`config.mk`:
```
export PLATFORM = sky130hd
export DESIGN_NAME = rs_top
export DESIGN_NICKNAME = d
export VERILOG_FILES = /design/src/rtl/rs_pkg.sv /design/src/rtl/tag_cam.sv /design/src/rtl/prio_select.sv /design/src/rtl/rs_entry_table.sv /design/src/rtl/issue_select.sv /design/src/rtl/rs_top.sv
export SDC_FILE = /design/constraint.sdc
export NUM_CORES = 1
export LEC_CHECK = 0
export BUFFER_PORTS_ARGS = -buffer_cell sky130_fd_sc_hd__buf_2
export CELL_PAD_IN_SITES_DETAIL_PLACEMENT = 1
export CELL_PAD_IN_SITES_GLOBAL_PLACEMENT = 2
export CORE_AREA = 2 2 371 226
export DETAILED_ROUTE_END_ITERATION = 10
export DIE_AREA = 0 0 373 228
export PLACE_DENSITY_LB_ADDON = 0.15
export SLEW_MARGIN = 0
export SYNTH_ARGS = -nofsm -noshare
export SYNTH_HDL_FRONTEND = slang
export SYNTH_HIERARCHICAL = 1
export SYNTH_SLANG_ARGS = --single-unit
```
`constraint.sdc`:
```
create_clock -name clock -period 7.5 [get_ports clock]
set_clock_uncertainty 0.2 [all_clocks]
set_input_delay 0 -clock clock [delete_from_list [all_inputs] [get_ports clock]]
set_output_delay 0 -clock clock [all_outputs]
set_load 0.03 [all_outputs]
```
`src/rtl/rs_pkg.sv`:
```
/*
 * Reservation station shared types for physical tags, functional-unit
 * classes, the stored micro-op, the issue packet and side-band levels
 */
package rs_pkg;

	// ------------------------------------------------------------------------
	// Tags and classes
	// ------------------------------------------------------------------------

	// 64 physical registers
	localparam int TAG_BITS = 6;

	typedef logic [TAG_BITS-1:0] phys_tag_t;

	// Class value is also the issue port index
	typedef enum logic [2:0] {
		FU_ALU  = 3'd0,
		FU_LD   = 3'd1,
		FU_ST   = 3'd2,
		FU_MULT = 3'd3,
		FU_BR   = 3'd4
	} fu_class_t;

	localparam int NUM_FU = 5;

	// ------------------------------------------------------------------------
	// Payloads
	// ------------------------------------------------------------------------

	// One waiting micro-op of 32 bits whose valid doubles as the busy bit
	typedef struct packed {
		logic      valid;
		fu_class_t fu;
		phys_tag_t dest;
		phys_tag_t src1;
		logic      src1_ready;
		phys_tag_t src2;
		logic      src2_ready;
		logic [7:0] opcode;
	} micro_op_t;

	// What a functional unit sees (18 bits)
	typedef struct packed {
		logic      valid;
		fu_class_t fu;
		phys_tag_t dest;
		logic [7:0] opcode;
	} issue_pkt_t;

	// Common data bus broadcast
	typedef struct packed {
		logic      valid;
		phys_tag_t tag;
	} cdb_t;

	// Load/store queue back-pressure levels
	typedef struct packed {
		logic ld_full;
		logic st_full;
	} lsq_block_t;

endpackage

```
`src/rtl/tag_cam.sv`:
```
/*
 * Wakeup CAM that compares the common data bus tag against both
 * source tags of every busy entry
 */
`timescale 1ns/1ns

module tag_cam #(
	parameter int RS_SIZE = 12
) (
	input  rs_pkg::micro_op_t  entries [RS_SIZE],
	input  rs_pkg::cdb_t       cdb,
	output logic [RS_SIZE-1:0] src1_hit,
	output logic [RS_SIZE-1:0] src2_hit
);

	// Two compare ports per entry working in parallel
	always_comb begin
		for (int i = 0; i < RS_SIZE; i++) begin
			// Idle entries and an idle bus never hit
			src1_hit[i] = cdb.valid & entries[i].valid &
				(entries[i].src1 == cdb.tag);
			src2_hit[i] = cdb.valid & entries[i].valid &
				(entries[i].src2 == cdb.tag);
		end
	end

endmodule

```
`src/rtl/prio_select.sv`:
```
/*
 * Two-level priority selector that grants the highest-numbered
 * request using groups of four
 */
`timescale 1ns/1ns

module prio_select #(
	parameter int WIDTH = 12
) (
	input  logic [WIDTH-1:0] req,
	output logic [WIDTH-1:0] gnt,
	output logic             any
);

	localparam int GROUPS = (WIDTH + 3) / 4;
	localparam int PAD_W  = GROUPS * 4;

	logic [PAD_W-1:0]  req_pad;
	logic [PAD_W-1:0]  gnt_pad;
	logic [GROUPS-1:0] group_req;
	logic [GROUPS-1:0] group_gnt;

	// Zero-fill up to a whole number of groups
	assign req_pad = PAD_W'(req);

	// ------------------------------------------------------------------------
	// Top level picks the highest group that has a request
	// ------------------------------------------------------------------------
	always_comb begin
		group_gnt = '0;
		for (int g = 0; g < GROUPS; g++) begin
			group_req[g] = |req_pad[4*g +: 4];
			// Later (higher) groups overwrite earlier ones
			if (group_req[g]) begin
				group_gnt = '0;
				group_gnt[g] = 1'b1;
			end
		end
	end

	// Bottom level picks the highest request inside the chosen group
	for (genvar g = 0; g < GROUPS; g++) begin : g_group
		logic [3:0] r;
		assign r = req_pad[4*g +: 4];
		assign gnt_pad[4*g+3] = group_gnt[g] & r[3];
		assign gnt_pad[4*g+2] = group_gnt[g] & r[2] & ~r[3];
		assign gnt_pad[4*g+1] = group_gnt[g] & r[1] & ~|r[3:2];
		assign gnt_pad[4*g]   = group_gnt[g] & r[0] & ~|r[3:1];
	end

	assign gnt = gnt_pad[WIDTH-1:0];
	assign any = |group_req;

endmodule

```
`src/rtl/rs_entry_table.sv`:
```
/*
 * Reservation station entry storage with allocation of the lowest free
 * entry, wakeup of source operands, release on issue, busy count and full
 */
`timescale 1ns/1ns

module rs_entry_table #(
	parameter int RS_SIZE = 12
) (
	input  logic               clock,
	input  logic               reset,
	input  logic               enable,
	input  logic               dispatch,
	input  rs_pkg::micro_op_t  dispatch_op,
	input  logic [RS_SIZE-1:0] src1_hit,
	input  logic [RS_SIZE-1:0] src2_hit,
	input  logic [RS_SIZE-1:0] issue_gnt,
	output rs_pkg::micro_op_t  entries [RS_SIZE],
	output rs_pkg::micro_op_t  woken [RS_SIZE],
	output logic               rs_full
);

	import rs_pkg::*;

	// Count must reach RS_SIZE itself
	localparam int CNT_W = $clog2(RS_SIZE + 1);

	micro_op_t          entries_next [RS_SIZE];
	logic [RS_SIZE-1:0] free_rev;
	logic [RS_SIZE-1:0] alloc_rev_gnt;
	logic [RS_SIZE-1:0] alloc_gnt;
	logic               alloc_any;
	logic               accept;
	logic [CNT_W-1:0]   busy_cnt;
	logic [CNT_W-1:0]   busy_cnt_next;
	logic [CNT_W-1:0]   issued_cnt;

	// ------------------------------------------------------------------------
	// Wakeup view
	// ------------------------------------------------------------------------

	// Stored entry plus this cycle's bus hits for selection
	always_comb begin
		for (int i = 0; i < RS_SIZE; i++) begin
			woken[i] = entries[i];
			woken[i].src1_ready = entries[i].src1_ready | src1_hit[i];
			woken[i].src2_ready = entries[i].src2_ready | src2_hit[i];
		end
	end

	// ------------------------------------------------------------------------
	// Allocation
	// ------------------------------------------------------------------------

	// Selector favours high indices, so reverse to get the lowest free slot
	// An entry issuing now still counts as busy here
	always_comb begin
		for (int i = 0; i < RS_SIZE; i++) begin
			free_rev[i] = ~entries[RS_SIZE-1-i].valid;
		end
	end

	prio_select #(
		.WIDTH(RS_SIZE)
	) alloc_sel (
		.req(free_rev),
		.gnt(alloc_rev_gnt),
		.any(alloc_any)
	);

	always_comb begin
		for (int i = 0; i < RS_SIZE; i++) begin
			alloc_gnt[i] = alloc_rev_gnt[RS_SIZE-1-i];
		end
	end

	// Full station or frozen pipe drops the dispatch
	assign accept = dispatch & dispatch_op.valid & enable & ~rs_full & alloc_any;

	// ------------------------------------------------------------------------
	// Next state of each entry
	// ------------------------------------------------------------------------
	always_comb begin
		for (int i = 0; i < RS_SIZE; i++) begin
			entries_next[i] = woken[i];
			// Granted entries leave at the edge their packet appears
			if (issue_gnt[i]) begin
				entries_next[i].valid = 1'b0;
			end
			if (accept & alloc_gnt[i]) begin
				entries_next[i] = dispatch_op;
			end
		end
	end

	always_ff @(posedge clock) begin
		for (int i = 0; i < RS_SIZE; i++) begin
			entries[i] <= entries_next[i];
			if (reset) begin
				entries[i].valid <= 1'b0;
			end
		end
	end

	// ------------------------------------------------------------------------
	// Busy count and full flag
	// ------------------------------------------------------------------------

	// Up to one entry per class leaves each cycle
	always_comb begin
		issued_cnt = '0;
		for (int i = 0; i < RS_SIZE; i++) begin
			issued_cnt = issued_cnt + CNT_W'(issue_gnt[i]);
		end
	end

	assign busy_cnt_next = busy_cnt - issued_cnt + CNT_W'(accept);

	always_ff @(posedge clock) begin
		if (reset) begin
			busy_cnt <= '0;
			rs_full  <= 1'b0;
		end else begin
			busy_cnt <= busy_cnt_next;
			// Full tracks the count that the entries hold after this edge
			rs_full  <= (busy_cnt_next == CNT_W'(RS_SIZE));
		end
	end

endmodule

```
`src/rtl/issue_select.sv`:
```
/*
 * Issue selection of one ready entry per functional-unit class with
 * load/store back-pressure, registering the issue packets and count
 */
`timescale 1ns/1ns

module issue_select #(
	parameter int RS_SIZE = 12
) (
	input  logic                                  clock,
	input  logic                                  reset,
	input  logic                                  enable,
	input  rs_pkg::micro_op_t                     woken [RS_SIZE],
	input  rs_pkg::lsq_block_t                    lsq_block,
	output logic [RS_SIZE-1:0]                    issue_gnt,
	output rs_pkg::issue_pkt_t                    issue_out [rs_pkg::NUM_FU],
	output logic [$clog2(rs_pkg::NUM_FU + 1)-1:0] issue_count
);

	import rs_pkg::*;

	localparam int ICNT_W = $clog2(NUM_FU + 1);

	logic [RS_SIZE-1:0] class_req [NUM_FU];
	logic [RS_SIZE-1:0] class_gnt [NUM_FU];
	logic [NUM_FU-1:0]  class_any;
	issue_pkt_t         pkt_next [NUM_FU];
	logic [ICNT_W-1:0]  count_next;

	// ------------------------------------------------------------------------
	// Request masks
	// ------------------------------------------------------------------------
	always_comb begin
		for (int c = 0; c < NUM_FU; c++) begin
			for (int i = 0; i < RS_SIZE; i++) begin
				// Busy, both operands ready, right class
				class_req[c][i] = enable & woken[i].valid & woken[i].src1_ready &
					woken[i].src2_ready & (woken[i].fu == fu_class_t'(c));
			end
		end
		// Memory ops wait while their queue is full
		if (lsq_block.ld_full) begin
			class_req[FU_LD] = '0;
		end
		if (lsq_block.st_full) begin
			class_req[FU_ST] = '0;
		end
	end

	// One selector per class
	for (genvar c = 0; c < NUM_FU; c++) begin : g_class
		prio_select #(
			.WIDTH(RS_SIZE)
		) sel (
			.req(class_req[c]),
			.gnt(class_gnt[c]),
			.any(class_any[c])
		);
	end

	// ------------------------------------------------------------------------
	// Packets and grant vector
	// ------------------------------------------------------------------------
	always_comb begin
		issue_gnt  = '0;
		count_next = '0;
		for (int c = 0; c < NUM_FU; c++) begin
			// Idle port carries an all-zero packet
			pkt_next[c] = '0;
			pkt_next[c].valid = class_any[c];
			issue_gnt = issue_gnt | class_gnt[c];
			count_next = count_next + ICNT_W'(class_any[c]);
			for (int i = 0; i < RS_SIZE; i++) begin
				if (class_gnt[c][i]) begin
					pkt_next[c].fu     = woken[i].fu;
					pkt_next[c].dest   = woken[i].dest;
					pkt_next[c].opcode = woken[i].opcode;
				end
			end
		end
	end

	// Packets live for exactly one cycle
	always_ff @(posedge clock) begin
		for (int c = 0; c < NUM_FU; c++) begin
			issue_out[c] <= pkt_next[c];
			if (reset) begin
				issue_out[c].valid <= 1'b0;
			end
		end
		if (reset) begin
			issue_count <= '0;
		end else begin
			issue_count <= count_next;
		end
	end

endmodule

```
`src/rtl/rs_top.sv`:
```
/*
 * Reservation station top level joining the entry table, the wakeup
 * CAM and per-class issue selection
 */
`timescale 1ns/1ns

module rs_top #(
	parameter int RS_SIZE = 12
) (
	input  logic                                  clock,
	input  logic                                  reset,
	input  logic                                  enable,
	input  logic                                  dispatch,
	input  rs_pkg::micro_op_t                     dispatch_op,
	input  rs_pkg::cdb_t                          cdb,
	input  rs_pkg::lsq_block_t                    lsq_block,
	output rs_pkg::issue_pkt_t                    issue_out [rs_pkg::NUM_FU],
	output logic [$clog2(rs_pkg::NUM_FU + 1)-1:0] issue_count,
	output logic                                  rs_full
);

	import rs_pkg::*;

	micro_op_t          entries [RS_SIZE];
	micro_op_t          woken [RS_SIZE];
	logic [RS_SIZE-1:0] src1_hit;
	logic [RS_SIZE-1:0] src2_hit;
	logic [RS_SIZE-1:0] issue_gnt;

	// Storage, allocation and release
	rs_entry_table #(
		.RS_SIZE(RS_SIZE)
	) table0 (
		.clock(clock),
		.reset(reset),
		.enable(enable),
		.dispatch(dispatch),
		.dispatch_op(dispatch_op),
		.src1_hit(src1_hit),
		.src2_hit(src2_hit),
		.issue_gnt(issue_gnt),
		.entries(entries),
		.woken(woken),
		.rs_full(rs_full)
	);

	// Bus snoop keeps running while frozen
	tag_cam #(
		.RS_SIZE(RS_SIZE)
	) cam0 (
		.entries(entries),
		.cdb(cdb),
		.src1_hit(src1_hit),
		.src2_hit(src2_hit)
	);

	issue_select #(
		.RS_SIZE(RS_SIZE)
	) issue0 (
		.clock(clock),
		.reset(reset),
		.enable(enable),
		.woken(woken),
		.lsq_block(lsq_block),
		.issue_gnt(issue_gnt),
		.issue_out(issue_out),
		.issue_count(issue_count)
	);

endmodule

```
**Word-level counts from Yosys, hierarchy flattened**

Index checks and enable logic that the tools add are counted.
W data, S select, Z words.

- Flip-flop bits (word level): 482

- Add/sub/neg operators: 17
- Equal/unequal tests: 73
- Multiplexer cells: 104
- Bitwise logic cells: 330
- Reductions and logical operators: 120

Operator list:

| operator | count |
|---|---|
| $mux W17 | 60 |
| $mux W32 | 12 |
| $and A1 B1 Y1 | 274 |
| $eq A6 B6 Y1 | 24 |
| $eq A3 B2 Y1 const B | 24 |
| $reduce_or A12 Y1 | 6 |
| $reduce_or A4 Y1 | 18 |
| $reduce_or A3 Y1 | 18 |
| $or A12 B12 Y12 | 4 |
| $add A4 B1 Y4 | 11 |
| $eq A3 B1 Y1 const B | 12 |
| $eq A3 B3 Y1 const B | 12 |
| $logic_not A1 Y1 | 36 |
| $logic_not A3 Y1 | 12 |
| $mux W3 | 12 |
| $reduce_or A2 Y1 | 18 |
| $not A1 Y1 | 28 |
| $mux W12 | 2 |
| $or A1 B1 Y1 | 24 |
| $reduce_bool A2 Y1 | 12 |
| $mux W1 | 18 |
| $add A3 B1 Y3 | 3 |
| $add A1 B1 Y2 | 2 |
| $eq A4 B4 Y1 const B | 1 |
| $sub A4 B4 Y4 | 1 |

**Longest topological paths before layout**

- Word-level depth: 31
- Depth in mapped cells: 29

**Cells and area by module**

The synthesis kept the hierarchy.

By module, submodules not included:

| module | instances | cells each | area each (um2) | sequential area each (um2) |
|---|---|---|---|---|
| rs_entry_table | 1 | 907 | 15158.3 | 11270.8 |
| issue_select | 1 | 2233 | 14533.9 | 1861.8 |
| tag_cam | 1 | 223 | 1755.4 | 0.0 |
| prio_select | 6 | 22 | 157.7 | 0.0 |

**Worst setup path after synthesis**

No wires, ideal clock.

- Path type: reg-to-reg
- Start: register, netlist name table0/entries[51]
- End: register table0.rs_full
- Setup time: 96 ps
- Arrival: 6246 ps
- Required time: 7204 ps
- Slack: 959 ps
- Stages on the path, launching flop included: 26
- Buffers on the path: 2
- Path through: edfxtp_1 xor2_1 or4_1 nor4_2 or2_2 nand4_1 nor4_1 nor4_1 and4_1 clkbuf_1 clkbuf_1 nor3_1 nand2_1 fa_1 inv_1 ha_1 inv_1 fa_1 fa_1 fa_1 inv_1 fa_1 ha_1 xnor2_1 xnor2_1 nor4b_1

RTL lines:

| what | RTL line | RTL |
|---|---|---|
| end signal, assigned | rs_entry_table.sv:126 | `rs_full <= (busy_cnt_next == CNT_W'(RS_SIZE));` |
| end, declared | rs_entry_table.sv:20 | `output logic rs_full` |

==> impl_metrics.csv <==
group,metric,value,unit
setup_path,crit_top_cell,"fa_1",
clocking,numCtsBuffers,51,
worst_hold_path,hold_path_class,"in -> reg",
setup_path,critPathCaptureType,"register",
setup_path,arrival,7.55,ns
synthesis,synth.avg_cell_area,9.34,µm²
floorplan,core-area,0.0822,mm²
sta,min_period,7.21,ns
floorplan,die_h,228,µm
flow_run,cap_violations,0,
finish,multi_input_area,0.0154,mm²
finish,regArea,0.0131,mm²
global_routing,grt_use_met2,48.0,%
detailed_routing,drt_iter0_drc,4093,
clocking,cts_buffer_depth,3,
power_and_ir_drop,power.total,5.87,mW
synthesis,yosysWarnings,6,
sta,maxSlewViolCount,0,
floorplan,rows,82,
detailed_routing,ant_nets,0,
setup_path,cp_slowest_stage_delay,0.74,ns
floorplan,start_util,38.1,%
sta,maxSlewHeadroom,23.0,%
clocking,clk_pin_slew_worst_paths,0.06,ns
global_routing,use_met3,12.5,%
synthesis,synthesis.nets,3419,
global_routing,grt_first_pass_wirelength,220,mm
sta,whs,0.0282,ns
detailed_routing,via_count,29100,
floorplan,fp.dieArea,0.0850,mm²
placement,numPortBuffers,138,
setup_path,cp.required,7.84,ns
finish,area_delta_synth_final,9.15,%
finish,drive_gt1_share,15.9,%
global_routing,top_usage_layer,"met1",
global_routing,antenna_found_initial,15,
sta,report.final.setup_viol,0,
detailed_routing,drc,0,
synthesis,syn-instance-count,3351,
detailed_routing,vias_per_cell,6.66,
global_routing,grt_pass1_vias,28200,
setup_path,crit_fanout,13,
global_routing,grt_max_degree,52,
worst_hold_path,whs_path_depth,2,
placement,post-dp-hpwl,106,mm
clocking,clk_latency,0.65,ns
clocking,cts_sinks,482,
detailed_routing,firstDrtPassIters,5,
setup_path,critPathKind,"in -> reg",
clocking,h-tree-depth,2,
detailed_routing,drt-total-wl,159,mm
finish,nFillCells,9156,
setup_path,worstRegToRegCells,26,
global_routing,gr-usage-met1,54.0,%
power_and_ir_drop,vdd_drop_max,169,µV
finish,postLayoutCoreUtil,41.6,%
clocking,cts_setup_buffers,0,
synthesis,netlist_area,0.0313,mm²
clocking,cts_root_buffer,"clkbuf_16",
placement,placed_cells,4221,
sta,finalSetupTns,0,ns
finish,final_cells,4361,
sta,tightest_slew,1.15,ns
global_routing,gr-usage-all-layers,36.3,%
sta,period_share,96.2,%
placement,gp_congestion,0.990,
clocking,cts_tree,"yes",
floorplan,boundaryPins,139,
setup_path,crit_slowest_cell,"fa_1",
floorplan,die_w,373,µm
global_routing,grt-ovfl-total,0,
power_and_ir_drop,power.density,172,mW/mm²
power_and_ir_drop,p_leak,12.5,nW
status,run_status,"finished clean",
sta,fmaxAchievable,139,MHz
sta,hold_violations,0,
finish,layout.nets,3285,
detailed_routing,avgRoutedWirePerCell,36.5,µm
setup_path,startpoint_type,"input port",
flip-flops by register name (all words and copies together) (netlist names):
name                count
issue0/issue_count      3
issue0/issue_out       90
table0/entries        384
table0/rs_full          1
table0/busy_cnt         4
report_power, final:
part	total (mW)	switching (mW)	internal, mW
clock	2.70	1.20	1.50
combinational	0.267	0.169	0.0984
sequential	2.90	0.0191	2.88
layer usage:
metal,vias up,wire length [µm]
met4,6,5910
met3,414,21500
met2,2027,60500
li1,11800,-
met1,14900,71300
met5,-,45
stage by stage:
| stage | setup slack [ns] | cell area, µm² |
|---|---|---|
| after floorplan | 0.983 | 31300 |
| after global placement | 0.329 | 32000 |
| after detailed placement | 0.258 | 32000 |
| after CTS | 0.242 | 34100 |
| after global routing | -0.0000266 | 34200 |
| final | 0.287 | 34200 |
critical path, delay by kind of cell:
kind / cells / cell delay, ns
adder cells (fa/ha/maj): 7 / 3.01
XOR/XNOR: 3 / 0.41
AND/OR/NAND/NOR: 12 / 2.31
buffers and inverters: 9 / 1.81
final timing paths:
check / slack [ns] / startpoint / endpoint
setup / recovery: 0.29 / cdb[2] / table0/rs_full$_SDFF_PP0_
hold / removal: 0.03 / dispatch_op[26] / table0/entries[186]$_DFFE_PP_
setup reg to reg: 0.29 / table0/entries[191]$_SDFFE_PP0P_ / table0/rs_full$_SDFF_PP0_
hold reg to reg: 0.32 / table0/entries[319]$_SDFFE_PP0P_ / table0/entries[319]$_SDFFE_PP0P_
cells in the final DEF (no fill, tap or decap), types with 68 or more instances in the layout:
master	n
xor2_1	78
nand2_1	270
nor3_1	113
xnor2_1	68
a211oi_1	89
buf_4	157
o31ai_1	149
nor3b_1	235
o21ai_0	85
edfxtp_1	348
nand3_1	98
a21oi_1	126
dfxtp_1	134
nor2b_1	251
nor2_1	112
buf_2	138
timing repair:
item,CTS,global route
endpoints found under the setup margin,0,2
hold endpoints to repair,397,0
resized for setup,0,16
hold buffers,35,0
cell type report:
cell class	count	share of cell area (%)
Multi-Input combinational cell	2277	44.9
Timing Repair Buffer	336	6.79
Sequential cell	482	38.4
Clock inverter	23	0.685
Tap cell	1092	4.00
Antenna cell	10	0.0732
Inverter	69	0.758
Clock buffer	72	4.36
No activity file was read; power rests on OpenSTA's default activity.
